`src/fp32_pkg.sv`:
```
package fp32_pkg;

    localparam int EXP_BITS = 8;                    // Biased exponent field
    localparam int MAN_BITS = 23;                   // Stored fraction field
    localparam int FP_BIAS  = 127;
    localparam int EXP_MAX  = 255;                  // All-ones exponent, Inf or NaN

    // Bit positions inside one FP32 word
    localparam int SGN_BIT  = EXP_BITS + MAN_BITS;

    typedef logic [SGN_BIT:0]          fp_word_t;   // One FP32 value
    typedef logic [EXP_BITS-1:0]       exp_t;       // Biased exponent
    typedef logic [MAN_BITS:0]         sig_t;       // Significand with hidden bit
    typedef logic [MAN_BITS-1:0]       frac_t;      // Fraction only
    typedef logic signed [EXP_BITS+1:0] wide_exp_t; // Keeps overflow and underflow visible
    typedef logic [2*MAN_BITS+1:0]     prod_t;      // Full 24 x 24 product

    localparam fp_word_t QNAN_WORD = 32'h7FC0_0000; // Canonical quiet NaN

    typedef enum logic [2:0] {
        FP_ZERO,
        FP_SUB,
        FP_NORM,
        FP_INF,
        FP_NAN
    } fp_class_e;

    // One decoded operand, 36 bits
    typedef struct packed {
        logic      sign;
        fp_class_e cls;
        exp_t      exp;                             // Effective exponent, 1 for subnormals
        sig_t      sig;
    } dec_operand_t;

    typedef struct packed {
        dec_operand_t a;
        dec_operand_t b;
    } dec_pair_t;

    // Stage 2 to stage 3 payload
    typedef struct packed {
        logic      sign;
        wide_exp_t exp;                             // Provisional, before normalization
        prod_t     prod;
        logic      is_special;                      // Result already decided
        fp_word_t  special;
    } mul_res_t;

endpackage

```
`src/fp32_mul.sv`:
```
module fp32_mul
    import fp32_pkg::*;
(
    input  logic     clk,
    input  logic     rst_n,
    input  fp_word_t a,
    input  fp_word_t b,
    input  logic     in_valid,
    output logic     out_valid,
    output fp_word_t result
);

    logic      s1_valid;                            // Decode done
    dec_pair_t s1_dec;
    logic      s2_valid;                            // Product ready
    mul_res_t  s2_res;

    // Three stages, one cycle each
    fp_decode_stage u_decode (
        .clk      (clk),
        .rst_n    (rst_n),
        .in_valid (in_valid),
        .a        (a),
        .b        (b),
        .valid    (s1_valid),
        .dec      (s1_dec)
    );

    fp_mul_stage u_mul (
        .clk      (clk),
        .rst_n    (rst_n),
        .valid_in (s1_valid),
        .dec      (s1_dec),
        .valid    (s2_valid),
        .res      (s2_res)
    );

    fp_round_stage u_round (
        .clk       (clk),
        .rst_n     (rst_n),
        .valid_in  (s2_valid),
        .res       (s2_res),
        .out_valid (out_valid),
        .result    (result)
    );

endmodule

```
`src/fp_decode_stage.sv`:
```
module fp_decode_stage
    import fp32_pkg::*;
(
    input  logic      clk,
    input  logic      rst_n,
    input  logic      in_valid,
    input  fp_word_t  a,
    input  fp_word_t  b,
    output logic      valid,
    output dec_pair_t dec
);

    dec_operand_t a_dec;
    dec_operand_t b_dec;

    // Split one word into class, effective exponent and significand
    function automatic dec_operand_t decode(input fp_word_t w);
        exp_t         e;
        frac_t        f;
        dec_operand_t d;
        e      = w[MAN_BITS +: EXP_BITS];
        f      = w[MAN_BITS-1:0];
        d.sign = w[SGN_BIT];
        if (e == '0) begin
            d.cls = (f == '0) ? FP_ZERO : FP_SUB;
        end else if (e == EXP_MAX) begin
            d.cls = (f == '0) ? FP_INF : FP_NAN;
        end else begin
            d.cls = FP_NORM;
        end
        // Subnormals share the exponent of the smallest normal
        d.exp = (d.cls == FP_SUB) ? exp_t'(1) : e;
        d.sig = {(e != '0), f};                     // Hidden bit clear only for exp 0
        return d;
    endfunction

    always_comb begin
        a_dec = decode(a);
        b_dec = decode(b);
    end

    always_ff @(posedge clk or negedge rst_n) begin
        if (!rst_n) begin
            valid <= 1'b0;
        end else begin
            valid <= in_valid;
        end
    end

    // Operand payload, loaded only with a new pair
    always_ff @(posedge clk) begin
        if (in_valid) begin
            dec.a <= a_dec;
            dec.b <= b_dec;
        end
    end

endmodule

```
`src/fp_mul_stage.sv`:
```
module fp_mul_stage
    import fp32_pkg::*;
(
    input  logic      clk,
    input  logic      rst_n,
    input  logic      valid_in,
    input  dec_pair_t dec,
    output logic      valid,
    output mul_res_t  res
);

    logic      prod_sign;
    wide_exp_t prov_exp;
    prod_t     prod;

    logic      a_zero;
    logic      b_zero;
    logic      a_inf;
    logic      b_inf;
    logic      res_nan;
    logic      res_inf;
    logic      res_zero;
    fp_word_t  special_word;

    assign prod_sign = dec.a.sign ^ dec.b.sign;

    // Ea + Eb - bias on the wide signed exponent
    assign prov_exp = wide_exp_t'({2'b00, dec.a.exp})
                    + wide_exp_t'({2'b00, dec.b.exp})
                    - wide_exp_t'(FP_BIAS);

    assign prod = dec.a.sig * dec.b.sig;            // 24 x 24 gives 48 bits

    assign a_zero = (dec.a.cls == FP_ZERO);
    assign b_zero = (dec.b.cls == FP_ZERO);
    assign a_inf  = (dec.a.cls == FP_INF);
    assign b_inf  = (dec.b.cls == FP_INF);

    // NaN wins over infinity, infinity over zero
    assign res_nan  = (dec.a.cls == FP_NAN) || (dec.b.cls == FP_NAN)
                   || (a_inf && b_zero) || (b_inf && a_zero);
    assign res_inf  = !res_nan && (a_inf || b_inf);
    assign res_zero = !res_nan && !res_inf && (a_zero || b_zero);

    always_comb begin
        if (res_nan) begin
            special_word = QNAN_WORD;
        end else if (res_inf) begin
            special_word = {prod_sign, exp_t'(EXP_MAX), frac_t'(0)};
        end else if (res_zero) begin
            special_word = {prod_sign, exp_t'(0), frac_t'(0)};
        end else begin
            special_word = '0;                      // Unused on the normal path
        end
    end

    always_ff @(posedge clk or negedge rst_n) begin
        if (!rst_n) begin
            valid <= 1'b0;
        end else begin
            valid <= valid_in;
        end
    end

    always_ff @(posedge clk) begin
        if (valid_in) begin
            res.sign       <= prod_sign;
            res.exp        <= prov_exp;
            res.prod       <= prod;
            res.is_special <= res_nan || res_inf || res_zero;
            res.special    <= special_word;
        end
    end

endmodule

```
`src/fp_normalizer.sv`:
```
module fp_normalizer
    import fp32_pkg::*;
(
    input  prod_t     prod,
    input  wide_exp_t exp_in,
    output prod_t     norm,
    output wide_exp_t exp_out
);

    // Binary point sits between bits 46 and 45 of the product
    localparam int TOP_BIT = 2 * MAN_BITS;          // Position of the leading one after norm

    logic [5:0] lead_zeros;
    logic       carry_bit;

    assign carry_bit = prod[TOP_BIT+1];             // Product in [2, 4)

    // Priority encoder over bits 46 down to 0
    // Higher set bits overwrite lower ones as the loop climbs
    always_comb begin
        lead_zeros = '0;
        for (int i = 0; i <= TOP_BIT; i++) begin
            if (prod[i]) begin
                lead_zeros = 6'(TOP_BIT - i);
            end
        end
    end

    // Operands reaching here are nonzero, so a leading one always exists
    always_comb begin
        if (carry_bit) begin
            norm    = (prod >> 1) | prod_t'(prod[0]);   // Dropped bit stays in the sticky range
            exp_out = exp_in + wide_exp_t'(1);
        end else begin
            norm    = prod << lead_zeros;           // Subnormal inputs need the left shift
            exp_out = exp_in - wide_exp_t'({4'b0000, lead_zeros});
        end
    end

endmodule

```
`src/fp_round_stage.sv`:
```
module fp_round_stage
    import fp32_pkg::*;
(
    input  logic     clk,
    input  logic     rst_n,
    input  logic     valid_in,
    input  mul_res_t res,
    output logic     out_valid,
    output fp_word_t result
);

    prod_t                norm_prod;
    wide_exp_t            norm_exp;

    frac_t                frac_raw;
    logic                 guard_bit;
    logic                 round_bit;
    logic                 sticky_bit;
    logic                 round_up;
    logic [MAN_BITS:0]    frac_sum;                 // Extra bit catches the carry
    wide_exp_t            final_exp;
    fp_word_t             word_next;

    fp_normalizer u_norm (
        .prod    (res.prod),
        .exp_in  (res.exp),
        .norm    (norm_prod),
        .exp_out (norm_exp)
    );

    // Fraction bits 45..23, guard 22, round 21, sticky 20..0
    assign frac_raw   = norm_prod[2*MAN_BITS-1 -: MAN_BITS];
    assign guard_bit  = norm_prod[MAN_BITS-1];
    assign round_bit  = norm_prod[MAN_BITS-2];
    assign sticky_bit = |norm_prod[MAN_BITS-3:0];

    // Nearest even, a tie only rounds up from an odd fraction
    assign round_up = guard_bit && (round_bit || sticky_bit || frac_raw[0]);
    assign frac_sum = {1'b0, frac_raw} + (MAN_BITS+1)'(round_up);

    assign final_exp = norm_exp + wide_exp_t'({9'd0, frac_sum[MAN_BITS]});

    always_comb begin
        if (res.is_special) begin
            word_next = res.special;
        end else if (final_exp >= EXP_MAX) begin
            word_next = {res.sign, exp_t'(EXP_MAX), frac_t'(0)};  // Overflow to infinity
        end else if (final_exp <= 0) begin
            word_next = {res.sign, exp_t'(0), frac_t'(0)};        // Flush to signed zero
        end else begin
            // Carry out leaves the fraction all zero, so no reshift is needed
            word_next = {res.sign, exp_t'(final_exp), frac_sum[MAN_BITS-1:0]};
        end
    end

    // Result is held between pulses and cleared by reset
    always_ff @(posedge clk or negedge rst_n) begin
        if (!rst_n) begin
            out_valid <= 1'b0;
            result    <= '0;
        end else begin
            out_valid <= valid_in;
            if (valid_in) begin
                result <= word_next;
            end
        end
    end

endmodule

```
`config.mk`:
```
export PLATFORM = sky130hd
export DESIGN_NAME = fp32_mul
export DESIGN_NICKNAME = d
export VERILOG_FILES = /design/src/fp32_pkg.sv /design/src/fp32_mul.sv /design/src/fp_decode_stage.sv /design/src/fp_mul_stage.sv /design/src/fp_normalizer.sv /design/src/fp_round_stage.sv
export SDC_FILE = /design/constraint.sdc
export NUM_CORES = 2
export LEC_CHECK = 0
export ABC_AREA = 1
export BUFFER_PORTS_ARGS = -buffer_cell sky130_fd_sc_hd__buf_4
export CAP_MARGIN = 20
export CORE_ASPECT_RATIO = 0.9
export CORE_MARGIN = 4
export CORE_UTILIZATION = 40
export CTS_CLUSTER_SIZE = 20
export DETAILED_ROUTE_END_ITERATION = 10
export PLACE_DENSITY = 0.66
export SLEW_MARGIN = 20
export SYNTH_ARGS = -nofsm -noshare
export SYNTH_HDL_FRONTEND = slang
export SYNTH_SLANG_ARGS = --single-unit
```
`constraint.sdc`:
```
create_clock -name clk -period 8.8 [get_ports clk]
set_input_delay 0.44 -clock clk [delete_from_list [all_inputs] [get_ports clk]]
set_output_delay 0.44 -clock clk [all_outputs]
set_load 0.01 [all_outputs]
```
==> results by group <==
Outcome
  • Status: finished, final reports clean

GRT
  • Vias in the first global route: 24630
  • First-pass GRT wire length: 132000 um
  • Largest net degree at the start of global routing: 74
  • GRT overflow: 0
  • GR Util All Layers: 21.3%
  • Initial antenna violation count: 1

Timing
  • Final setup TNS: 0 ns
  • RSZ-0062 raised after global routing: false
  • Min Tclk post-route: 8.06 ns
  • Hold WS: roughly 0.13 ns
  • Final period util: between 90% and 100%
  • Worst slew pin tran: about 1.1 ns
  • Max-slew violations: 0
  • Setup Skew: 0.0243 ns
  • Endpoints failing setup: 0
  • Fin. Hold Viols: 0
  • Max Freq: 124 MHz
  • Slew Limit Headroom: approximately a quarter

Cells and area
  • Area of the multi-input gates: between 0.02 and 0.025 mm2
  • Share of cells above drive strength 1: about 7.4%
  • Fin area: 0.0321 mm2
  • Synth-to-layout area growth: 8.29%
  • Fillers: approximately 7300
  • # diodes: 0
  • Final nets: 4543
  • Layout Cells excl Fill: 4769
  • Register area: 0.00493 mm2

Route
  • DRT Wirelength: 80500 um
  • Routed via count: 24205
  • Routed wire length per instance: 16.9 um
  • Vias per std cell: 5.08
  • Initial DRC Count: about 2200
  • First-pass DRT Iterations: 6
  • Post-DRT Antenna Nets: 0
  • DRC: 0

Floorplan
  • Initial Utilization: 40.5%
  • Core area: 0.0733 mm2
  • Die Ht: 266 um
  • Num ports: 100
  • Rows: 94
  • Overall die area: between 0.07 and 0.08 mm2
  • Die X: 295 um

Place
  • Area post-placement: 0.0314 mm2
  • Hpwl dp: around 66000 um
  • Dpl cells: between 4000 and 5000
  • Gpl congestion: 0.996
  • IO buf count: between 90 and 100

Clock network
  • Clock transition at the registers of the reported paths: about 0.090 ns
  • CTS Buffer Depth: 2
  • CTS Root Cell: clkbuf_16
  • Clock Sink Count: 170
  • Num CTS Buffers: 17
  • Clk_lat worst skew: 0.49 ns
  • CTS tree: yes
  • Htree depth: 4

Logic synthesis
  • Xor and xnor area share after synthesis: 2.24%
  • Synthesis warning total: 0
  • Count leader, synth: nand2_1
  • Cells after Synth: 3769
  • Post-Syn Nets: ~4500
  • Yosys top cell by area: fa_1
  • Largest family of logic cells by synthesized area: adder cells
  • Mux contribution to synthesized area: 0%
  • Seq/Total Area, Yosys: roughly 17%
  • Adder-Cell Fraction of Synth Area: 40.9%
  • Compound-gate portion of the synthesized area: 4.08%
  • Post-synth top cells: 1062 x nand2_1, 854 x inv_1, 484 x fa_1
  • Mean post-synth cell area: 7.87 um2
  • Synth Area in Simple Gates: 22.8%
  • Top cells by area, synth: fa_1 33%, edfxtp_1 14%, nand2_1 13%, inv_1 11%, ha_1 8.3%
  • Post-Syn Area: slightly below 0.03 mm2
  • Library cells used by synthesis: 60
  • Asr flop ratio synth: about a fifth
  • Synth Flop Type: edfxtp_1
  • Synth top area share: 32.7%
  • Register bit total from synthesis: 170
  • Post-synth EDFFs: roughly 140

Critical path
  • CP Launch Type: flip-flop
  • Slowest-stage cell, CP: fa_1
  • Most used cell, CP: inv_1
  • Worst endpoint data arrival time: 8.27 ns
  • WP data required: 9.01 ns
  • Worst r2r path cells: 39
  • Delay of the slowest critical-path stage: 0.53 ns
  • CP max FO: 5
  • WS Path Type: reg2reg
  • Crit path capture type: flip-flop

Hold path
  • Hold/Removal Path Class: in2reg
  • WHS Path Cells: 1

Job
  • Max cap viols: 0
sequential cells by signal (all words and copies together), names as in the netlist:
name,count
u_decode.dec,72
u_decode.valid,1
u_round.out_valid,1
u_round.result,32
u_mul.valid,1
u_mul.res,63
routing by layer:
layer | track usage, % | vias to the layer above | routed length, um
li1 | - | 11419 | -
met1 | 29.5 | 11756 | 34400
met3 | 4.10 | 139 | 6860
met4 | 6.47 | 0 | 2440
met2 | 33.9 | 891 | 36800
met5 | 0 | - | 0
timing repair:
item / 4_1_cts / 5_1_grt
hold endpoints to repair: 35 / 0
hold buffers: 1 / 0
setup buffers: 0 / 9
setup endpoints to repair: 0 / 15
resized for setup: 0 / 12
path summary, 6_finish.rpt:
check | end | slack [ns] | from
max in group asynchronous | u_decode.valid | 8.01 | rst_n
worst min-delay path | u_decode.dec[54] | 0.13 | a[18]
min in group asynchronous | u_round.result[9] | 0.46 | rst_n
worst max register to register | u_mul.res[79] | 0.74 | u_decode.dec[1]
worst max-delay path | u_mul.res[79] | 0.74 | u_decode.dec[1]
worst min register to register | u_round.result[0] | 0.48 | u_round.result[0]
final cells by class:
class	count	area share (%)
Clock buffer	21	1.53
Clock inverter	11	0.296
Inverter	868	10.2
Multi-Input combinational cell	2567	64.9
Sequential cell	170	15.4
Tap cell	960	3.74
Timing Repair Buffer	172	4.02
cell usage in the layout (no fill, tap or decap), drive strengths merged, types with 25 or more instances in the layout:
master	synthesis	routed
o21ai	67	67
inv	866	874
nand4	30	30
xor2	50	50
buf	32	170
dfrtp	35	35
edfxtp	135	135
nor2	138	138
fa	484	484
xnor2	25	25
ha	196	196
a21oi	88	88
nand2	1077	1077
nand3	307	307
kinds of logic after synthesis:
logic type      after synthesis
fa+ha+maj                   680
flops                       170
compound gates              209
xor+xnor                     75
simple gates               1603
buf+inv                    1032
metrics by stage:
stage / utilization (%) / worst slack [ns]
after floorplan: - / 0.989
after CTS: 43.7 / 0.336
final: 43.8 / 0.735
after detailed placement: 42.9 / 0.346
after global placement: 42.9 / 0.495
after global routing: 43.8 / 0.00243
critical path, delay by kind of cell, from the launching register on:
kind | cells | cell delay [ns]
flops | 1 | 0.51
fa+ha+maj | 8 | 3.49
xor+xnor | 1 | 0.17
compound gates | 18 | 2.78
simple gates | 4 | 0.38
buf+inv | 8 | 0.45
Power is not shown: default switching activity piles up to over one toggle a cycle in this logic, so the estimate is an artifact.
